### config.mk
export PLATFORM = sky130hd
export DESIGN_NAME = eth_latency_stats
export DESIGN_NICKNAME = d
export VERILOG_FILES = /design/src/design/lat_stats_pkg.sv /design/src/design/lat_log_ifs.sv /design/src/design/lat_recorder.sv /design/src/design/log_arbiter.sv /design/src/design/log_mem.sv /design/src/design/axil_log_reader.sv /design/src/design/eth_latency_stats.sv
export SDC_FILE = /design/constraint.sdc
export NUM_CORES = 1
export LEC_CHECK = 0
export BUFFER_PORTS_ARGS = -buffer_cell sky130_fd_sc_hd__clkbuf_2
export CAP_MARGIN = 20
export CORE_MARGIN = 4
export CORE_UTILIZATION = 35
export CTS_CLUSTER_SIZE = 16
export DETAILED_ROUTE_END_ITERATION = 10
export SLEW_MARGIN = 20
export SYNTH_ARGS = -nofsm -noshare
export SYNTH_HDL_FRONTEND = slang
export SYNTH_SLANG_ARGS = --single-unit
### constraint.sdc
create_clock -name clk -period 6.1 [get_ports clk]
set_input_delay 0.61 -clock clk [delete_from_list [all_inputs] [get_ports clk]]
set_output_delay 0.61 -clock clk [all_outputs]
set_load 0.01 [all_outputs]
### src/design/lat_stats_pkg.sv
`default_nettype none

package lat_stats_pkg;

    localparam int TIMESTAMP_W = 32;
    localparam int LOG_ENTRY_W = 2 * TIMESTAMP_W;
    localparam int AXIL_ADDR_W = 12;
    localparam int AXIL_DATA_W = 32;
    localparam int AXIL_RESP_W = 2;

    // cycle timestamp, also used for latencies.
    typedef logic [TIMESTAMP_W-1:0] timestamp_t;

    // upper word is the start timestamp, lower word the latency.
    typedef logic [LOG_ENTRY_W-1:0] log_entry_t;

    typedef logic [AXIL_ADDR_W-1:0] axil_addr_t;
    typedef logic [AXIL_DATA_W-1:0] axil_data_t;
    typedef logic [AXIL_RESP_W-1:0] axil_resp_t;

    localparam axil_resp_t RESP_OKAY   = 2'b00;
    localparam axil_resp_t RESP_SLVERR = 2'b10;

    // register map.
    localparam axil_addr_t STATUS_ADDR = 12'h000;
    localparam axil_addr_t ENTRY_BASE  = 12'h100;

    // each entry takes two words: latency first, then start.
    localparam int ENTRY_BYTES = 8;

endpackage

`default_nettype wire

### src/design/lat_log_ifs.sv
`timescale 1ns/1ps
`default_nettype none

interface log_rd_if #(
    parameter int LOG_DEPTH_LOG2 = 4
);
    import lat_stats_pkg::*;

    logic                      req;
    logic [LOG_DEPTH_LOG2-1:0] addr;
    logic                      gnt;
    logic                      rvalid;
    log_entry_t                rdata;

    modport reader (output req, addr, input gnt, rvalid, rdata);
    modport arbiter (input req, addr, output gnt, rvalid, rdata);
endinterface

interface log_mem_if #(
    parameter int LOG_DEPTH_LOG2 = 4
);
    import lat_stats_pkg::*;

    logic                      wr_en;
    log_entry_t                wdata;
    logic                      rd_en;
    logic [LOG_DEPTH_LOG2-1:0] rd_addr;
    log_entry_t                rd_data;

    modport master (output wr_en, wdata, rd_en, rd_addr, input rd_data);
    modport memory (input wr_en, wdata, rd_en, rd_addr, output rd_data);
endinterface

`default_nettype wire

### src/design/lat_recorder.sv
`timescale 1ns/1ps
`default_nettype none

module lat_recorder (
     input  logic                      clk
    ,input  logic                      rst_n

    ,input  logic                      log_pulse
    ,input  lat_stats_pkg::timestamp_t start_ts

    ,output logic                      wr_val
    ,output lat_stats_pkg::log_entry_t wr_data
);
    import lat_stats_pkg::*;

    timestamp_t ts_cnt;
    timestamp_t latency;

    // wraps modulo 2^32, same as the counter.
    assign latency = ts_cnt - start_ts;

    // free-running timestamp, 0 at the first edge after reset.
    always_ff @(posedge clk or negedge rst_n) begin
        if (!rst_n) begin
            ts_cnt <= '0;
            wr_val <= 1'b0;
        end else begin
            ts_cnt <= ts_cnt + 1'b1;
            wr_val <= log_pulse;
        end
    end

    always_ff @(posedge clk) begin
        if (log_pulse) begin
            wr_data <= {start_ts, latency};
        end
    end

endmodule

`default_nettype wire

### src/design/log_arbiter.sv
`timescale 1ns/1ps
`default_nettype none

module log_arbiter #(
    parameter int LOG_DEPTH_LOG2 = 4
)(
     input  logic                      clk
    ,input  logic                      rst_n

    ,input  logic                      wr_val
    ,input  lat_stats_pkg::log_entry_t wr_data

    ,log_rd_if.arbiter                 rd
    ,log_mem_if.master                 mem
);
    logic                      rd_grant;
    logic                      rd_inflight;
    logic [LOG_DEPTH_LOG2-1:0] rd_idx;

    // writes always win, a read only goes through on a free cycle.
    assign rd_grant = rd.req && !wr_val;
    assign rd_idx   = rd.addr;

    assign mem.wr_en   = wr_val;
    assign mem.wdata   = wr_data;
    assign mem.rd_en   = rd_grant;
    assign mem.rd_addr = rd_idx;

    assign rd.gnt = rd_grant;

    // the memory answers one cycle after the grant.
    always_ff @(posedge clk or negedge rst_n) begin
        if (!rst_n) begin
            rd_inflight <= 1'b0;
        end else begin
            rd_inflight <= rd_grant;
        end
    end

    assign rd.rvalid = rd_inflight;
    assign rd.rdata  = mem.rd_data;

endmodule

`default_nettype wire

### src/design/log_mem.sv
`timescale 1ns/1ps
`default_nettype none

module log_mem #(
    parameter int LOG_DEPTH_LOG2 = 4
)(
     input  logic                      clk
    ,input  logic                      rst_n

    ,log_mem_if.memory                 mem

    ,output logic [LOG_DEPTH_LOG2-1:0] wr_ptr
    ,output logic                      wrapped
);
    import lat_stats_pkg::*;

    localparam int DEPTH = 2 ** LOG_DEPTH_LOG2;

    log_entry_t store [DEPTH];

    always_ff @(posedge clk) begin
        if (mem.wr_en) begin
            store[wr_ptr] <= mem.wdata;
        end
        if (mem.rd_en) begin
            mem.rd_data <= store[mem.rd_addr];
        end
    end

    // pointer advances on every write, wrapped is sticky.
    always_ff @(posedge clk or negedge rst_n) begin
        if (!rst_n) begin
            wr_ptr  <= '0;
            wrapped <= 1'b0;
        end else if (mem.wr_en) begin
            wr_ptr <= wr_ptr + 1'b1;
            if (&wr_ptr) begin
                wrapped <= 1'b1;
            end
        end
    end

endmodule

`default_nettype wire

### src/design/axil_log_reader.sv
`timescale 1ns/1ps
`default_nettype none

module axil_log_reader #(
    parameter int LOG_DEPTH_LOG2 = 4
)(
     input  logic                      clk
    ,input  logic                      rst_n

    ,input  logic                      awvalid
    ,output logic                      awready
    ,input  lat_stats_pkg::axil_addr_t awaddr
    ,input  logic                      wvalid
    ,output logic                      wready
    ,input  lat_stats_pkg::axil_data_t wdata
    ,input  logic [3:0]                wstrb
    ,output logic                      bvalid
    ,input  logic                      bready
    ,output lat_stats_pkg::axil_resp_t bresp

    ,input  logic                      arvalid
    ,output logic                      arready
    ,input  lat_stats_pkg::axil_addr_t araddr
    ,output logic                      rvalid
    ,input  logic                      rready
    ,output lat_stats_pkg::axil_data_t rdata
    ,output lat_stats_pkg::axil_resp_t rresp

    ,log_rd_if.reader                  rd

    ,input  logic [LOG_DEPTH_LOG2-1:0] wr_ptr
    ,input  logic                      wrapped
);
    import lat_stats_pkg::*;

    localparam int WINDOW_BYTES = ENTRY_BYTES << LOG_DEPTH_LOG2;

    typedef enum logic [1:0] {IDLE, FETCH, RESP} rd_state_e;
    typedef enum logic {COLLECT, BRESP} wr_state_e;

    rd_state_e  rd_state;
    wr_state_e  wr_state;
    axil_addr_t entry_off;
    logic       ar_is_status;
    logic       ar_is_entry;
    logic       half_sel;
    axil_data_t status_word;
    logic       aw_got;
    logic       w_got;
    logic       aw_now;
    logic       w_now;

    assign entry_off    = araddr - ENTRY_BASE;
    assign ar_is_status = (araddr == STATUS_ADDR);
    assign ar_is_entry  = (araddr >= ENTRY_BASE) && (entry_off < WINDOW_BYTES)
                          && (araddr[1:0] == 2'b00);
    assign status_word  = {wrapped, {(AXIL_DATA_W-1-LOG_DEPTH_LOG2){1'b0}}, wr_ptr};

    // one read in flight at a time.
    assign arready = (rd_state == IDLE);
    assign rvalid  = (rd_state == RESP);

    always_ff @(posedge clk or negedge rst_n) begin
        if (!rst_n) begin
            rd_state <= IDLE;
            rd.req   <= 1'b0;
        end else begin
            case (rd_state)
                IDLE: begin
                    if (arvalid) begin
                        if (ar_is_entry) begin
                            rd_state <= FETCH;
                            rd.req   <= 1'b1;
                        end else begin
                            rd_state <= RESP;
                        end
                    end
                end
                FETCH: begin
                    if (rd.gnt) begin
                        rd.req <= 1'b0;
                    end
                    if (rd.rvalid) begin
                        rd_state <= RESP;
                    end
                end
                RESP: begin
                    if (rready) begin
                        rd_state <= IDLE;
                    end
                end
                default: rd_state <= IDLE;
            endcase
        end
    end

    always_ff @(posedge clk) begin
        if (rd_state == IDLE && arvalid) begin
            rd.addr  <= entry_off[LOG_DEPTH_LOG2+2:3];
            half_sel <= entry_off[2];
            if (ar_is_status) begin
                rdata <= status_word;
                rresp <= RESP_OKAY;
            end else if (!ar_is_entry) begin
                rdata <= '0;
                rresp <= RESP_SLVERR;
            end
        end else if (rd_state == FETCH && rd.rvalid) begin
            // offset 4 selects the start word.
            rdata <= half_sel ? rd.rdata[2*AXIL_DATA_W-1:AXIL_DATA_W]
                              : rd.rdata[AXIL_DATA_W-1:0];
            rresp <= RESP_OKAY;
        end
    end

    // the log is read-only, so awaddr, wdata and wstrb carry nothing we keep.
    assign awready = (wr_state == COLLECT) && !aw_got;
    assign wready  = (wr_state == COLLECT) && !w_got;
    assign bvalid  = (wr_state == BRESP);
    assign bresp   = RESP_SLVERR;

    assign aw_now = aw_got || (awvalid && awready);
    assign w_now  = w_got || (wvalid && wready);

    always_ff @(posedge clk or negedge rst_n) begin
        if (!rst_n) begin
            wr_state <= COLLECT;
            aw_got   <= 1'b0;
            w_got    <= 1'b0;
        end else begin
            case (wr_state)
                COLLECT: begin
                    if (aw_now && w_now) begin
                        wr_state <= BRESP;
                        aw_got   <= 1'b0;
                        w_got    <= 1'b0;
                    end else begin
                        aw_got <= aw_now;
                        w_got  <= w_now;
                    end
                end
                BRESP: begin
                    if (bready) begin
                        wr_state <= COLLECT;
                    end
                end
                default: wr_state <= COLLECT;
            endcase
        end
    end

endmodule

`default_nettype wire

### src/design/eth_latency_stats.sv
`timescale 1ns/1ps
`default_nettype none

module eth_latency_stats #(
    parameter int LOG_DEPTH_LOG2 = 4
)(
     input  logic                      clk
    ,input  logic                      rst_n

    ,input  logic                      log_pulse
    ,input  lat_stats_pkg::timestamp_t start_ts

    ,input  logic                      awvalid
    ,output logic                      awready
    ,input  lat_stats_pkg::axil_addr_t awaddr
    ,input  logic                      wvalid
    ,output logic                      wready
    ,input  lat_stats_pkg::axil_data_t wdata
    ,input  logic [3:0]                wstrb
    ,output logic                      bvalid
    ,input  logic                      bready
    ,output lat_stats_pkg::axil_resp_t bresp

    ,input  logic                      arvalid
    ,output logic                      arready
    ,input  lat_stats_pkg::axil_addr_t araddr
    ,output logic                      rvalid
    ,input  logic                      rready
    ,output lat_stats_pkg::axil_data_t rdata
    ,output lat_stats_pkg::axil_resp_t rresp
);
    import lat_stats_pkg::*;

    logic                      wr_val;
    log_entry_t                wr_data;
    logic [LOG_DEPTH_LOG2-1:0] wr_ptr;
    logic                      wrapped;

    log_rd_if  #(.LOG_DEPTH_LOG2(LOG_DEPTH_LOG2)) rd_bus ();
    log_mem_if #(.LOG_DEPTH_LOG2(LOG_DEPTH_LOG2)) mem_bus ();

    lat_recorder recorder (
         .clk       (clk        )
        ,.rst_n     (rst_n      )
        ,.log_pulse (log_pulse  )
        ,.start_ts  (start_ts   )
        ,.wr_val    (wr_val     )
        ,.wr_data   (wr_data    )
    );

    log_arbiter #(
        .LOG_DEPTH_LOG2 (LOG_DEPTH_LOG2 )
    ) arbiter (
         .clk       (clk        )
        ,.rst_n     (rst_n      )
        ,.wr_val    (wr_val     )
        ,.wr_data   (wr_data    )
        ,.rd        (rd_bus     )
        ,.mem       (mem_bus    )
    );

    log_mem #(
        .LOG_DEPTH_LOG2 (LOG_DEPTH_LOG2 )
    ) stats_log (
         .clk       (clk        )
        ,.rst_n     (rst_n      )
        ,.mem       (mem_bus    )
        ,.wr_ptr    (wr_ptr     )
        ,.wrapped   (wrapped    )
    );

    axil_log_reader #(
        .LOG_DEPTH_LOG2 (LOG_DEPTH_LOG2 )
    ) reader (
         .clk       (clk        )
        ,.rst_n     (rst_n      )
        ,.awvalid   (awvalid    )
        ,.awready   (awready    )
        ,.awaddr    (awaddr     )
        ,.wvalid    (wvalid     )
        ,.wready    (wready     )
        ,.wdata     (wdata      )
        ,.wstrb     (wstrb      )
        ,.bvalid    (bvalid     )
        ,.bready    (bready     )
        ,.bresp     (bresp      )
        ,.arvalid   (arvalid    )
        ,.arready   (arready    )
        ,.araddr    (araddr     )
        ,.rvalid    (rvalid     )
        ,.rready    (rready     )
        ,.rdata     (rdata      )
        ,.rresp     (rresp      )
        ,.rd        (rd_bus     )
        ,.wr_ptr    (wr_ptr     )
        ,.wrapped   (wrapped    )
    );

endmodule

`default_nettype wire

==> out/qor.csv <==
stage;metric;value;unit
route;DRT iter0 DRCs;2180;
placement;placed cell count;3948;
cts;Post-CTS Setup Repair Bufs;0;
floorplan;Core Rows;134;
cts;CTS tree;built;
floorplan;Core Region;134000;um^2
final_layout;FF/Latch Area;36900;um^2
route;top layer in use;met5;
route;wire length per cell;26.6;um
logic_synthesis;asr flop ratio synth;3.64;%
logic_synthesis;Yosys reg bits;1235;
final_layout;final instance area;54200;um^2
route;vias per inst;5.33;
worst_hold_path;Tightest Hold Check Type;in -> async;
timing;relative slew slack;29.1;%
critical_path;slowest CP cell;a311oi_4;
cts;post-CTS sizing;0;
route;DRT Pass-1 Iters;6;
cts;worst skew pair latency;0.70;ns
placement;quantity of I/O buffers inserted on ports;89;
cts;cts bufs inserted;115;
power;Cell Pwr Density;361;nW/um^2
critical_path;CP max stage delay;0.50;ns
final_layout;Final #Nets;2435;
cts;clk root buf;clkbuf_16;
floorplan;Initial Util;35.4;%
placement;placed inst area;50500;um^2
floorplan;Die H;377;um
route;via count;22200;
placement;Post-DP HPWL;59400;um
cts;Worst-path clk slew;0.06;ns
route;drt total wl;111000;um
critical_path;Setup CP Type;reg -> reg;
route;Residual DRC;0;
critical_path;CP cell instances;ha_1, a21o_1, nand2b_1, o21ai_0, a21oi_1, a311oi_4, mux2_2, a211oi_1;
logic_synthesis;Mapped Avg Cell Area;22.4;um^2
timing;Period minus WS final;3.29;ns
route;Metal-1 WL;49500;um
global_route;all-layer global routing usage;15.5;%
timing;skew final;0.0359;ns
timing;fin. max-slew vios;0;
final_layout;share of cells above drive strength 1;26.9;%
critical_path;Critical Path AT;3.78;ns
final_layout;Layout Cells excl Fill;4168;
floorplan;die area;142000;um^2
timing;Final Hold Viols;0;
logic_synthesis;part of the Yosys area used for sequential elements;77.5;%
power;worst vdd ir;0.000254;V
final_layout;area of the multi-input gates;10300;um^2
timing;Tcrit/Tclk final;53.9;%
critical_path;Worst EP required;6.60;ns
global_route;GR Overflow Total;0;
final_layout;fill count;11600;
timing;Final setup viols;0;
critical_path;Setup crit end kind;flip-flop;
timing;Fmax achieved;304;MHz
logic_synthesis;Mapped Area;47600;um^2
logic_synthesis;Yosys cell types;51;
timing;Post-Route Setup TNS;0;ns
floorplan;Top Ports;141;
cts;H-tree Lvls;3;
route;metal2 WL;51400;um
critical_path;Crit Path Max Fanout;6;
run_status;status;finished, final reports clean;
power;P_leak;17.6;nW
timing;Slew @ Worst Pin;1.05;ns
route;antenna viol nets, final;0;
logic_synthesis;EDFF count, synth;1190;
critical_path;Worst setup SP type;flip-flop;
route;Met3 Routed Length;7250;um
cts;CTS max path bufs;3;
placement;gpl congestion;0.872;
cts;Clock Sinks;1235;
logic_synthesis;Synth warnings;0;
logic_synthesis;Most used DFF post-synth;edfxtp_1;
job;total of max-cap violations;0;
final_layout;synth-to-layout area growth;14.0;%
global_route;vias in the first global route;22900;
global_route;initial antenna violation count;8;
floorplan;Die X;377;um
global_route;global-route wire length before repair;160000;um
cts;hold-fix buffers at CTS;0;
global_route;largest net degree at the start of global routing;90;
timing;RSZ-0062 raised after global routing;no;
logic_synthesis;post-synthesis instance total;2125;
==> Yosys cell counts (3+ instances only) <==
library cell | count | area share, %
edfxtp_1 | 1190 | 75
mux4_2 | 320 | 15
nor2_1 | 85 | 0.67
clkbuf_1 | 46 | 0.36
dfrtp_1 | 45 | 2.4
xnor2_1 | 43 | 0.79
inv_1 | 42 | 0.33
nand2_1 | 37 | 0.29
ha_1 | 36 | 0.95
mux2i_1 | 33 | 0.69
a21oi_1 | 28 | 0.29
buf_2 | 26 | 0.27
nand3_1 | 20 | 0.21
o21ai_0 | 20 | 0.21
xor2_1 | 19 | 0.35
nor3_1 | 15 | 0.16
buf_1 | 13 | 0.10
nand2b_1 | 13 | 0.17
a21o_1 | 10 | 0.16
and3_1 | 10 | 0.13
nand4_1 | 8 | 0.11
a211oi_1 | 7 | 0.11
a31oi_1 | 7 | 0.092
o211ai_1 | 7 | 0.11
nor2b_1 | 5 | 0.066
o21bai_1 | 4 | 0.063
buf_4 | 3 | 0.047
nor4_1 | 3 | 0.039
==> final timing paths <==
kind                                     from                   end  slack [ns]  depth (start not counted)
min reg2reg                 stats_log.wrapped     stats_log.wrapped        0.49                          1
max                        recorder.ts_cnt[6]  recorder.wr_data[25]        2.81                          8
min in group clk                       bready         reader.bvalid        0.10                          2
min                                     rst_n          reader.w_got        0.03                          2
max in group asynchronous               rst_n    reader.rd_state[1]        5.48                          2
max reg2reg                recorder.ts_cnt[6]  recorder.wr_data[25]        2.81                          8
==> placed cells by master, fill, tap and decap left out, drive strengths merged, types with 33 or more instances in the layout <==
cell type	netlist	layout
xnor2	43	43
clkbuf	46	244
buf	42	55
mux2i	33	33
mux4	320	320
inv	43	47
nand2	37	37
clkinv	0	39
edfxtp	1190	1190
ha	36	36
nor2	85	85
dfrtp	45	45
==> cell families (layout without fill, tap and decap cells) <==
logic type	count (synthesis)	in the layout	share of synthesized area (%)
flip-flops	1235	1235	77.5
multiplexers	354	354	15.9
AND/OR/NAND/NOR	206	206	2.00
buffers and inverters	131	401	1.13
AO/OA/AOI/OAI	98	98	1.34
XOR/XNOR	62	62	1.14
adder cells (fa/ha/maj)	37	37	0.989
other	2	7	0.0158
==> per-stage QoR <==
stage | power (mW) | utilization (%) | setup WS [ns] | hold WS, ns
after floorplan | 11.8 | - | 0.316 | 0.314
after global placement | 12.6 | 37.6 | 2.40 | 0.464
after detailed placement | 12.7 | 37.6 | 2.43 | 0.466
after CTS | 19.8 | 40.3 | 2.77 | 0.0322
after global routing | 20.3 | 40.4 | 2.66 | 0.0620
final | 19.6 | 40.4 | 2.81 | 0.0325
==> cell type report <==
cell class / instances / area share (%)
diodes: 4 / 0.0185
repair buffers: 143 / 1.77
well taps: 1768 / 4.08
clock buffers: 156 / 5.70
inverters: 43 / 0.298
multi-input cells: 760 / 19.0
clock inverters: 59 / 1.17
flip-flops and latches: 1235 / 68.0
==> sequential cells by signal, indices dropped and copies added, names as in the netlist <==
register               flops
arbiter.rd.rvalid          1
reader.aw_got              1
reader.bvalid              1
reader.half_sel            1
reader.rd.addr             4
reader.rd.req              1
reader.rd_state            2
reader.rdata              32
reader.rresp               1
reader.w_got               1
recorder.ts_cnt           32
recorder.wr_data          64
recorder.wr_val            1
stats_log.mem.rd_data     64
stats_log.store         1024
stats_log.wr_ptr           4
stats_log.wrapped          1
==> routing by layer <==
| layer | vias to the layer above | GRT usage [%] |
|---|---|---|
| met1 | 12100 | 22.8 |
| met4 | 4 | 3.78 |
| li1 | 9196 | - |
| met5 | - | 0 |
| met2 | 772 | 23.8 |
| met3 | 168 | 3.08 |
==> critical path, delay by kind of cell (launching register included) <==
family	cells	cell delay [ns]
adders and majority gates	1	0.39
AOI/OAI and AO/OA	5	1.69
muxes	1	0.39
DFF	1	0.44
and+or+nand+nor	1	0.16
==> where the power goes <==
group | switching, mW | total (mW) | leakage, nW | internal, mW
Combinational | 1.20 | 1.88 | 4.31 | 0.682
Clock | 3.07 | 7.10 | 1.79 | 4.02
Sequential | 0.338 | 10.6 | 11.5 | 10.3
Total | 4.61 | 19.6 | 17.6 | 15.0
No activity file was read; power rests on OpenSTA's default activity.
